File: src/design/ifetch_pkg.sv
// Shared definitions for the instruction-fetch stage
// Address and instruction widths, reset vector
// Major opcodes for the 32-bit and compressed branch decode
// Instruction word union with its 32-bit and compressed views

`default_nettype none

package ifetch_pkg;

  ////////////////////
  // Widths
  localparam int pc_size    = 32;
  localparam int instr_size = 32;

  // Program counter or address addend
  typedef logic [pc_size-1:0] pc_t;

  // First fetch address after reset
  localparam pc_t reset_pc = 32'h0000_1000;

  ////////////////////
  // Opcodes
  // 32-bit major opcodes used by the predictor
  localparam logic [6:0] opc_jal    = 7'b1101111;
  localparam logic [6:0] opc_branch = 7'b1100011;

  // Compressed quadrant 1 and its jump and branch function codes
  localparam logic [1:0] rvc_q1          = 2'b01;
  localparam logic [2:0] rvc_funct3_j    = 3'b101;
  localparam logic [2:0] rvc_funct3_beqz = 3'b110;
  localparam logic [2:0] rvc_funct3_bnez = 3'b111;

  ////////////////////
  // Instruction word
  // Standard 32-bit encoding fields
  typedef struct packed {
    logic [6:0] funct7;
    logic [4:0] rs2;
    logic [4:0] rs1;
    logic [2:0] funct3;
    logic [4:0] rd;
    logic [6:0] opcode;
  } rv32_fields_t;

  // Compressed encoding in the low half word
  // Body holds bits 12:2 where the scrambled immediates live
  typedef struct packed {
    logic [15:0] unused;
    logic [2:0]  funct3;
    logic [10:0] body;
    logic [1:0]  op;
  } rvc_fields_t;

  // Low two bits equal to 3 select the 32-bit view
  typedef union packed {
    rv32_fields_t rv32;
    rvc_fields_t  rvc;
  } instr_t;

endpackage

`default_nettype wire

File: src/design/ifetch_minidec.sv
// Mini-decoder of the fetch stage
// Instruction length, JAL and conditional branch detection
// Sign-extended jump and branch offsets for both encodings

`timescale 1ns/1ps
`default_nettype none

module ifetch_minidec (
  input  ifetch_pkg::instr_t instr,
  output logic               dec_rv32,
  output logic               dec_bjp,
  output logic               dec_jal,
  output logic               dec_bxx,
  output ifetch_pkg::pc_t    dec_bjp_imm
);

  ////////////////////
  // Length and type
  logic        rvc_q1_hit;
  logic        rv32_jal;
  logic        rv32_bxx;
  logic        rvc_j;
  logic        rvc_bxx;
  logic [20:0] jal_imm;
  logic [12:0] bxx_imm;
  logic [11:0] cj_imm;
  logic [8:0]  cb_imm;

  // Both low bits set means a full 32-bit word
  assign dec_rv32 = (instr.rv32.opcode[1:0] == 2'b11);

  assign rv32_jal = dec_rv32 & (instr.rv32.opcode == ifetch_pkg::opc_jal);
  assign rv32_bxx = dec_rv32 & (instr.rv32.opcode == ifetch_pkg::opc_branch);

  // Compressed forms only count when the word is really 16 bits
  assign rvc_q1_hit = ~dec_rv32 & (instr.rvc.op == ifetch_pkg::rvc_q1);
  assign rvc_j      = rvc_q1_hit & (instr.rvc.funct3 == ifetch_pkg::rvc_funct3_j);
  assign rvc_bxx    = rvc_q1_hit & ((instr.rvc.funct3 == ifetch_pkg::rvc_funct3_beqz)
                                  | (instr.rvc.funct3 == ifetch_pkg::rvc_funct3_bnez));

  assign dec_jal = rv32_jal | rvc_j;
  assign dec_bxx = rv32_bxx | rvc_bxx;
  assign dec_bjp = dec_jal | dec_bxx;

  ////////////////////
  // Immediates
  // J-type offset, imm[20|10:1|11|19:12] in bits 31:12
  assign jal_imm = {instr.rv32.funct7[6], instr.rv32.rs1, instr.rv32.funct3,
                    instr.rv32.rs2[0], instr.rv32.funct7[5:0], instr.rv32.rs2[4:1], 1'b0};

  // B-type offset split between funct7 and rd
  assign bxx_imm = {instr.rv32.funct7[6], instr.rv32.rd[0], instr.rv32.funct7[5:0],
                    instr.rv32.rd[4:1], 1'b0};

  // C.J offset, imm[11|4|9:8|10|6|7|3:1|5] across the body
  assign cj_imm = {instr.rvc.body[10], instr.rvc.body[6], instr.rvc.body[8:7],
                   instr.rvc.body[4], instr.rvc.body[5], instr.rvc.body[0],
                   instr.rvc.body[9], instr.rvc.body[3:1], 1'b0};

  // C.BEQZ and C.BNEZ offset, imm[8|4:3] then imm[7:6|2:1|5]
  assign cb_imm = {instr.rvc.body[10], instr.rvc.body[4:3], instr.rvc.body[0],
                   instr.rvc.body[9:8], instr.rvc.body[2:1], 1'b0};

  // Pick the offset of whichever form was decoded
  always_comb begin
    dec_bjp_imm = '0;
    if (rv32_jal) begin
      dec_bjp_imm = {{(ifetch_pkg::pc_size-21){jal_imm[20]}}, jal_imm};
    end else if (rv32_bxx) begin
      dec_bjp_imm = {{(ifetch_pkg::pc_size-13){bxx_imm[12]}}, bxx_imm};
    end else if (rvc_j) begin
      dec_bjp_imm = {{(ifetch_pkg::pc_size-12){cj_imm[11]}}, cj_imm};
    end else if (rvc_bxx) begin
      dec_bjp_imm = {{(ifetch_pkg::pc_size-9){cb_imm[8]}}, cb_imm};
    end
  end

endmodule

`default_nettype wire

File: src/design/ifetch_pc_gen.sv
// Next-PC generation for the fetch stage
// Static predictor, flush and delayed flush, reset request
// Outstanding-request tracking and halt acknowledge

`timescale 1ns/1ps
`default_nettype none

module ifetch_pc_gen (
  input  logic            clk,
  input  logic            reset,
  output logic            ifu_req_valid,
  input  logic            ifu_req_ready,
  output ifetch_pkg::pc_t ifu_req_pc,
  output logic            ifu_req_seq,
  input  logic            ifu_rsp_valid,
  output logic            ifu_rsp_ready,
  input  logic            ir_ready,
  input  logic            dec_rv32,
  input  logic            dec_bjp,
  input  logic            dec_jal,
  input  logic            dec_bxx,
  input  ifetch_pkg::pc_t dec_bjp_imm,
  input  logic            pipe_flush_req,
  input  ifetch_pkg::pc_t pipe_flush_add_op1,
  input  ifetch_pkg::pc_t pipe_flush_add_op2,
  input  logic            ifu_halt_req,
  output logic            ifu_halt_ack,
  output ifetch_pkg::pc_t pc_r,
  output logic            prdt_taken,
  output logic            flush_active
);

  logic            req_hsked;
  logic            rsp_hsked;
  logic            reset_flag_r;
  logic            reset_req_r;
  logic            dly_flush_r;
  logic            resume_r;
  logic            resume_set;
  logic            out_flag_r;
  logic            halt_ack_r;
  logic            no_outs;
  logic            new_req_condi;
  logic            req_block;
  logic            hold_pc;
  logic            pc_ena;
  ifetch_pkg::pc_t pc_incr;
  ifetch_pkg::pc_t add_op1;
  ifetch_pkg::pc_t add_op2;
  ifetch_pkg::pc_t pc_sum;

  assign req_hsked = ifu_req_valid & ifu_req_ready;
  assign rsp_hsked = ifu_rsp_valid & ifu_rsp_ready;

  // A flush counts from its pulse until the delayed copy is issued
  assign flush_active = pipe_flush_req | dly_flush_r;

  ////////////////////
  // Static prediction
  // JAL always taken, Bxx taken only when the offset is negative
  assign prdt_taken = ifu_rsp_valid & dec_bjp & (dec_jal | (dec_bxx & dec_bjp_imm[31]));

  // Response handshaked while halted, next PC parked in pc_r
  assign resume_set = rsp_hsked & ~req_hsked & ~flush_active;
  assign hold_pc    = dly_flush_r | resume_r;

  ////////////////////
  // Next PC
  assign pc_incr = dec_rv32 ? ifetch_pkg::pc_t'(4) : ifetch_pkg::pc_t'(2);

  // Flush, parked PC, taken branch, reset vector, then sequential
  always_comb begin
    if (pipe_flush_req) begin
      add_op1 = pipe_flush_add_op1;
      add_op2 = pipe_flush_add_op2;
    end else if (hold_pc) begin
      add_op1 = pc_r;
      add_op2 = '0;
    end else if (prdt_taken) begin
      add_op1 = pc_r;
      add_op2 = dec_bjp_imm;
    end else if (reset_req_r) begin
      add_op1 = ifetch_pkg::reset_pc;
      add_op2 = '0;
    end else begin
      add_op1 = pc_r;
      add_op2 = pc_incr;
    end
  end

  assign pc_sum     = add_op1 + add_op2;
  assign ifu_req_pc = {pc_sum[ifetch_pkg::pc_size-1:1], 1'b0};
  assign ifu_req_seq = ~flush_active & ~reset_req_r & ~prdt_taken;

  ////////////////////
  // Request control
  // One in flight, a new one may go out as the old response returns
  assign new_req_condi = ~out_flag_r | rsp_hsked;
  assign no_outs       = ~out_flag_r | ifu_rsp_valid;

  // Nothing is issued while halt is requested or still acknowledged
  assign req_block = ifu_halt_req | halt_ack_r | reset_flag_r;

  assign ifu_req_valid = new_req_condi & ~req_block;

  // A flush swallows the response, otherwise IR and request side must both take it
  assign ifu_rsp_ready = flush_active | (ir_ready & ifu_req_ready);

  assign pc_ena = req_hsked | pipe_flush_req | resume_set;

  assign ifu_halt_ack = halt_ack_r;

  always_ff @(posedge clk) begin
    if (reset) begin
      reset_flag_r <= 1'b1;
      reset_req_r  <= 1'b0;
      dly_flush_r  <= 1'b0;
      resume_r     <= 1'b0;
      out_flag_r   <= 1'b0;
      halt_ack_r   <= 1'b0;
      pc_r         <= ifetch_pkg::reset_pc;
    end else begin
      reset_flag_r <= 1'b0;
      // Raised once right after reset, dropped when the vector is fetched
      reset_req_r  <= (reset_flag_r & ~reset_req_r) | (reset_req_r & ~req_hsked);
      // Flush that could not be issued in its own cycle
      dly_flush_r  <= (pipe_flush_req & ~req_hsked) | (dly_flush_r & ~req_hsked);
      resume_r     <= resume_set | (resume_r & ~req_hsked & ~pipe_flush_req);
      // Set wins over clear when a response and new request coincide
      out_flag_r   <= req_hsked | (out_flag_r & ~rsp_hsked);
      // Four-phase ack, up once drained, down after the request drops
      halt_ack_r   <= (ifu_halt_req & no_outs) | (halt_ack_r & ifu_halt_req);
      if (pc_ena) begin
        pc_r <= ifu_req_pc;
      end
    end
  end

  ////////////////////
  // Checks
  a_req_valid_known: assert property (@(posedge clk) disable iff (reset)
    !$isunknown(ifu_req_valid))
    else $error("ifu_req_valid is unknown");

  // Only the flush adder may land on an odd address
  a_req_pc_even: assert property (@(posedge clk) disable iff (reset)
    (ifu_req_valid & ~pipe_flush_req) |-> (pc_sum[0] == 1'b0))
    else $error("odd fetch address %h", pc_sum);

  // Memory may only answer a request that was actually taken
  a_rsp_needs_req: assert property (@(posedge clk) disable iff (reset)
    ifu_rsp_valid |-> out_flag_r)
    else $error("response without outstanding request");

endmodule

`default_nettype wire

File: src/design/ifetch_ir_stage.sv
// Instruction register between fetch and execute
// Holds instruction, PC, bus error and prediction bit
// Valid/ready handshake towards execute

`timescale 1ns/1ps
`default_nettype none

module ifetch_ir_stage (
  input  logic                              clk,
  input  logic                              reset,
  input  logic                              ifu_rsp_valid,
  input  logic                              ifu_rsp_ready,
  input  ifetch_pkg::instr_t                ifu_rsp_instr,
  input  logic                              ifu_rsp_err,
  input  ifetch_pkg::pc_t                   pc_r,
  input  logic                              prdt_taken,
  input  logic                              flush_active,
  output logic                              ir_ready,
  output logic                              ifu_o_valid,
  input  logic                              ifu_o_ready,
  output logic [ifetch_pkg::instr_size-1:0] ifu_o_ir,
  output ifetch_pkg::pc_t                   ifu_o_pc,
  output logic                              ifu_o_buserr,
  output logic                              ifu_o_prdt_taken
);

  logic               ir_valid_r;
  logic               ir_valid_set;
  logic               ir_valid_clr;
  logic               o_hsked;
  ifetch_pkg::instr_t ir_r;
  ifetch_pkg::pc_t    ir_pc_r;
  logic               ir_err_r;
  logic               ir_prdt_r;

  assign o_hsked = ifu_o_valid & ifu_o_ready;

  ////////////////////
  // Valid control
  // Load only fetched words that a flush has not cancelled
  assign ir_valid_set = ifu_rsp_valid & ifu_rsp_ready & ~flush_active;

  // Drain on consumption, drop on flush
  assign ir_valid_clr = o_hsked | (flush_active & ir_valid_r);

  // Empty or emptying this cycle
  assign ir_ready = ~ir_valid_r | ir_valid_clr;

  always_ff @(posedge clk) begin
    if (reset) begin
      ir_valid_r <= 1'b0;
    end else begin
      ir_valid_r <= ir_valid_set | (ir_valid_r & ~ir_valid_clr);
    end
  end

  ////////////////////
  // Payload
  // pc_r still holds this word's address on the handshake edge
  always_ff @(posedge clk) begin
    if (ir_valid_set) begin
      ir_r      <= ifu_rsp_instr;
      ir_pc_r   <= pc_r;
      ir_err_r  <= ifu_rsp_err;
      ir_prdt_r <= prdt_taken;
    end
  end

  assign ifu_o_valid      = ir_valid_r;
  assign ifu_o_ir         = ir_r;
  assign ifu_o_pc         = ir_pc_r;
  assign ifu_o_buserr     = ir_err_r;
  assign ifu_o_prdt_taken = ir_prdt_r;

  ////////////////////
  // Checks
  // Stalled entry must not change under execute's feet
  a_ir_stable: assert property (@(posedge clk) disable iff (reset)
    (ifu_o_valid & ~ifu_o_ready & ~flush_active) |=>
      (ifu_o_valid & $stable(ifu_o_ir) & $stable(ifu_o_pc)
       & $stable(ifu_o_buserr) & $stable(ifu_o_prdt_taken)))
    else $error("IR output changed while stalled, pc %h", ifu_o_pc);

endmodule

`default_nettype wire

File: src/design/ifetch_top.sv
// Top level of the instruction-fetch stage
// Mini-decoder, PC generator and instruction register

`timescale 1ns/1ps
`default_nettype none

module ifetch_top (
  input  logic                              clk,
  input  logic                              reset,
  // Fetch request to memory
  output logic                              ifu_req_valid,
  input  logic                              ifu_req_ready,
  output ifetch_pkg::pc_t                   ifu_req_pc,
  output logic                              ifu_req_seq,
  // Fetch response from memory
  input  logic                              ifu_rsp_valid,
  output logic                              ifu_rsp_ready,
  input  ifetch_pkg::instr_t                ifu_rsp_instr,
  input  logic                              ifu_rsp_err,
  // IR towards execute
  output logic                              ifu_o_valid,
  input  logic                              ifu_o_ready,
  output logic [ifetch_pkg::instr_size-1:0] ifu_o_ir,
  output ifetch_pkg::pc_t                   ifu_o_pc,
  output logic                              ifu_o_buserr,
  output logic                              ifu_o_prdt_taken,
  // Flush from commit
  input  logic                              pipe_flush_req,
  input  ifetch_pkg::pc_t                   pipe_flush_add_op1,
  input  ifetch_pkg::pc_t                   pipe_flush_add_op2,
  // Halt handshake
  input  logic                              ifu_halt_req,
  output logic                              ifu_halt_ack
);

  logic            dec_rv32;
  logic            dec_bjp;
  logic            dec_jal;
  logic            dec_bxx;
  ifetch_pkg::pc_t dec_bjp_imm;
  ifetch_pkg::pc_t pc_r;
  logic            prdt_taken;
  logic            flush_active;
  logic            ir_ready;

  // Decode straight off the response bus
  ifetch_minidec u_minidec (
    .instr       (ifu_rsp_instr),
    .dec_rv32    (dec_rv32),
    .dec_bjp     (dec_bjp),
    .dec_jal     (dec_jal),
    .dec_bxx     (dec_bxx),
    .dec_bjp_imm (dec_bjp_imm)
  );

  ifetch_pc_gen u_pc_gen (
    .clk                (clk),
    .reset              (reset),
    .ifu_req_valid      (ifu_req_valid),
    .ifu_req_ready      (ifu_req_ready),
    .ifu_req_pc         (ifu_req_pc),
    .ifu_req_seq        (ifu_req_seq),
    .ifu_rsp_valid      (ifu_rsp_valid),
    .ifu_rsp_ready      (ifu_rsp_ready),
    .ir_ready           (ir_ready),
    .dec_rv32           (dec_rv32),
    .dec_bjp            (dec_bjp),
    .dec_jal            (dec_jal),
    .dec_bxx            (dec_bxx),
    .dec_bjp_imm        (dec_bjp_imm),
    .pipe_flush_req     (pipe_flush_req),
    .pipe_flush_add_op1 (pipe_flush_add_op1),
    .pipe_flush_add_op2 (pipe_flush_add_op2),
    .ifu_halt_req       (ifu_halt_req),
    .ifu_halt_ack       (ifu_halt_ack),
    .pc_r               (pc_r),
    .prdt_taken         (prdt_taken),
    .flush_active       (flush_active)
  );

  ifetch_ir_stage u_ir_stage (
    .clk              (clk),
    .reset            (reset),
    .ifu_rsp_valid    (ifu_rsp_valid),
    .ifu_rsp_ready    (ifu_rsp_ready),
    .ifu_rsp_instr    (ifu_rsp_instr),
    .ifu_rsp_err      (ifu_rsp_err),
    .pc_r             (pc_r),
    .prdt_taken       (prdt_taken),
    .flush_active     (flush_active),
    .ir_ready         (ir_ready),
    .ifu_o_valid      (ifu_o_valid),
    .ifu_o_ready      (ifu_o_ready),
    .ifu_o_ir         (ifu_o_ir),
    .ifu_o_pc         (ifu_o_pc),
    .ifu_o_buserr     (ifu_o_buserr),
    .ifu_o_prdt_taken (ifu_o_prdt_taken)
  );

endmodule

`default_nettype wire

File: config.mk
export PLATFORM = sky130hd
export DESIGN_NAME = ifetch_top
export DESIGN_NICKNAME = d
export VERILOG_FILES = /design/src/design/ifetch_pkg.sv /design/src/design/ifetch_minidec.sv /design/src/design/ifetch_pc_gen.sv /design/src/design/ifetch_ir_stage.sv /design/src/design/ifetch_top.sv
export SDC_FILE = /design/constraint.sdc
export NUM_CORES = 1
export LEC_CHECK = 0
export ABC_AREA = 1
export BUFFER_PORTS_ARGS = -buffer_cell sky130_fd_sc_hd__buf_2
export CAP_MARGIN = 10
export CORE_AREA = 8 8 129 131
export CTS_CLUSTER_SIZE = 8
export DETAILED_ROUTE_END_ITERATION = 8
export DIE_AREA = 0 0 137 139
export PLACE_DENSITY = 0.68
export SKIP_CTS_REPAIR_TIMING = 1
export SLEW_MARGIN = 0
export SYNTH_ARGS = -nofsm -noshare
export SYNTH_HDL_FRONTEND = slang
export SYNTH_SLANG_ARGS = --single-unit
File: constraint.sdc
create_clock -name clk -period 5.3 [get_ports clk]
set_clock_uncertainty 0.15 [all_clocks]
set_input_delay 1.06 -clock clk [delete_from_list [all_inputs] [get_ports clk]]
set_output_delay 1.06 -clock clk [all_outputs]
set_load 0.03 [all_outputs]
==> reports/metrics.yaml <==
setup_path:
  path_buf_inv: 7
  crit_family: "simple AND/OR/NAND/NOR gates"
  worstSetupEndpointType: "output port"
  cp_max_fo: 7
  cp.required_ns: 4.09
  critPathSlowestCell: "o21ai_2"
  slowest_delay_ns: 0.27
  critPathKind: "primary input to output port"
  worstSetupStartpointType: "primary input"
  critPathArrivalTime_ns: 4.31
synth:
  async_reset_ff_frac: 0
  synth_warnings: 0
  synthMuxAreaShare: 0
  synth_edf_count: 65
  ys.flop_type: "edfxtp_1"
  synth_cell_types: 49
  ys_seq_elements: 103
  syn_area_mm2: 0.00646
  syn_inst: 836
  yosysSeqAreaShare: 0.420
  synth_top_family_by_area: "simple AND/OR/NAND/NOR gates"
  syn_area_per_cell_um2: 7.73
  synth_xor_area_frac: 0.0285
  yosys.area_share.simple: 0.239
  synth_fa_ha_area_frac: 0.0612
  synth_compound_area_frac: 0.168
drt:
  ant_nets: 0
  drc: 0
  routed_wl_um: 24800
  vias_per_cell: 5.21
  dr.pass1.iters: 5
  detail_route.iter0.violations: 693
  num_vias: 7271
  drt-wirelength-per-cell_um: 17.7
global_routing:
  antenna_found_initial: 2
  grt_max_degree: 45
  grt_pass1_vias: 6781
  grt_pass1_wl_um: 34800
  gr-total-overflow: 0
  track_usage: 0.231
timing:
  tns_ns: -2.71
  fmax_mhz: 181
  setup_viol: 20
  worst_slack_ns: -0.223
  hold_violations: 0
  worst_pin_slew_ns: 1.10
  timing.final.crit_share: 1.04
  slew_headroom: 0.265
  min_period_ns: 5.52
  rsz0062_at_grt: "yes"
  slew_viol_final: 0
floorplan:
  start_util: 0.438
  coreArea_mm2: 0.0148
  dieArea_mm2: 0.0190
  die_h_um: 139
  fp.dieW_um: 137
  ios: 207
  rows: 45
status:
  outcome: "complete, but fails checks"
  violations: "negative setup slack"
cts:
  cts_buffer_depth: 2
  cts_sinks: 103
  clock-root-buffer: "clkbuf_16"
  cts_tree: "done"
  numCtsBuffers: 9
  clk_latency_ns: 0.36
  htree_levels: 3
  cts.clk_slew.worst_paths_ns: 0.07
placement:
  dp_hpwl_um: 18000
  gp_congestion: 0.953
  io_buffers: 204
cells_and_area:
  fillers: 1099
  fin_nets: 1335
  final_core_util: 0.716
  areaGrowthSynthToFinish_pct: 63.5
  drive_gt1_frac: 0.480
power_and_ir_drop:
  peakVddDrop_mv: 0.183
  power.density_mw_per_mm2: 266
  p_leak_nw: 5.11
run:
  maxCapViolations: 0
min_path:
  hp-class: "register to register"
## where the power goes
group	switching (mW)	internal, mW
logic	0.663	0.490
clock network	0.327	0.375
registers	0.0314	0.919
total	1.02	1.78
## worst paths after layout
path,from,to,slack (ns),cells after the start
setup reg to reg,u_pc_gen.dly_flush_r,u_pc_gen.pc_r[26],1.98,21
hold / removal,u_pc_gen.pc_r[10],u_ir_stage.ifu_o_pc[10],0.31,0
hold reg to reg,u_pc_gen.pc_r[10],u_ir_stage.ifu_o_pc[10],0.31,0
setup / recovery,ifu_rsp_instr[2],ifu_req_pc[14],-0.22,27
## layout make-up
cell class | instances | area, µm² | share of cell area
Sequential cell | 103 | 2710 | 0.257
Multi-Input combinational cell | 600 | 4320 | 0.409
Clock inverter | 6 | 76.3 | 0.00723
Clock buffer | 10 | 229 | 0.0217
Inverter | 110 | 423 | 0.0400
Timing Repair Buffer | 376 | 2560 | 0.242
Tap cell | 188 | 235 | 0.0223
Antenna cell | 2 | 5.00 | 0.000474
## cells by family (layout without fill, tap and decap cells)
group,Yosys count,in the layout
adder cells (fa/ha/maj),31,31
XOR/XNOR,21,21
buffers and inverters,134,502
AO/OA/AOI/OAI,182,182
flip-flops,103,103
AND/OR/NAND/NOR,364,364
other,1,4
## synth_stat cells, types with 4 or more instances
| library cell | n | area [µm²] |
|---|---|---|
| nor2_1 | 77 | 289 |
| o21ai_0 | 74 | 370 |
| nand4_1 | 4 | 25.0 |
| xnor2_1 | 5 | 43.8 |
| nand3_1 | 56 | 280 |
| dfxtp_1 | 38 | 761 |
| nand2_2 | 6 | 37.5 |
| buf_4 | 5 | 37.5 |
| o21bai_1 | 17 | 128 |
| clkbuf_1 | 14 | 52.6 |
| a21o_1 | 8 | 60.1 |
| a31oi_1 | 6 | 37.5 |
| edfxtp_1 | 65 | 1950 |
| nand2_1 | 200 | 751 |
| o211ai_1 | 4 | 30.0 |
| a21oi_1 | 43 | 215 |
| buf_2 | 4 | 20.0 |
| xor2_1 | 16 | 140 |
| a221oi_1 | 4 | 35.0 |
| o21ai_2 | 5 | 43.8 |
| nor2_2 | 4 | 25.0 |
| ha_1 | 30 | 375 |
| nor3_1 | 5 | 25.0 |
| inv_1 | 105 | 394 |
## stage by stage
| stage | instance area [µm²] | total power, mW | instances | hold slack (ns) | setup slack [ns] |
|---|---|---|---|---|---|
| 4_1_cts | 9050 | 2.54 | 1371 | 0.308 | -0.582 |
| 3_3_place_gp | 8750 | 1.84 | 1355 | 0.285 | -0.536 |
| 6_report | 10600 | 2.81 | 1395 | 0.309 | -0.223 |
| 5_1_grt | 10600 | 2.93 | 1395 | 0.318 | -0.383 |
| 3_5_place_dp | 8750 | 1.85 | 1355 | 0.289 | -0.596 |
| 2_1_floorplan | 6470 | 1.47 | 837 | 0.275 | 0.109 |
## registers in the layout, indices dropped and copies added (netlist names)
signal / cells
u_pc_gen.reset_req_r: 1
u_pc_gen.ifu_halt_ack: 1
u_pc_gen.dly_flush_r: 1
u_ir_stage.ifu_o_pc: 31
u_pc_gen.out_flag_r: 1
u_pc_gen.pc_r: 31
u_ir_stage.ifu_o_ir: 32
u_pc_gen.reset_flag_r: 1
u_ir_stage.ifu_o_prdt_taken: 1
u_ir_stage.ifu_o_valid: 1
u_pc_gen.resume_r: 1
u_ir_stage.ifu_o_buserr: 1
## routing by layer
metal  routed length, µm  vias to the layer above  GRT usage
met3                1850                       50     0.0373
li1                    -                     3520          -
met1                9610                     3388      0.285
met5                   0                        -          0
met4                 623                        0     0.0761
met2               12700                      313      0.398
## placed cells by master, fill, tap and decap left out, drive strengths merged, types with 4 or more instances in the layout
cell type,netlist,routed
clkbuf,14,11
ha,30,30
edfxtp,65,65
o21ai,82,82
nand3,59,59
a21oi,46,46
nand2,207,207
nor4,4,4
inv,108,112
xor2,16,16
o211ai,4,4
nor2,81,81
nand4,5,5
o21bai,17,17
nor3,5,5
buf,10,375
xnor2,5,5
a221oi,4,4
dfxtp,38,38
a21o,8,8
a31oi,6,6
(Power assumes the default switching activity.)
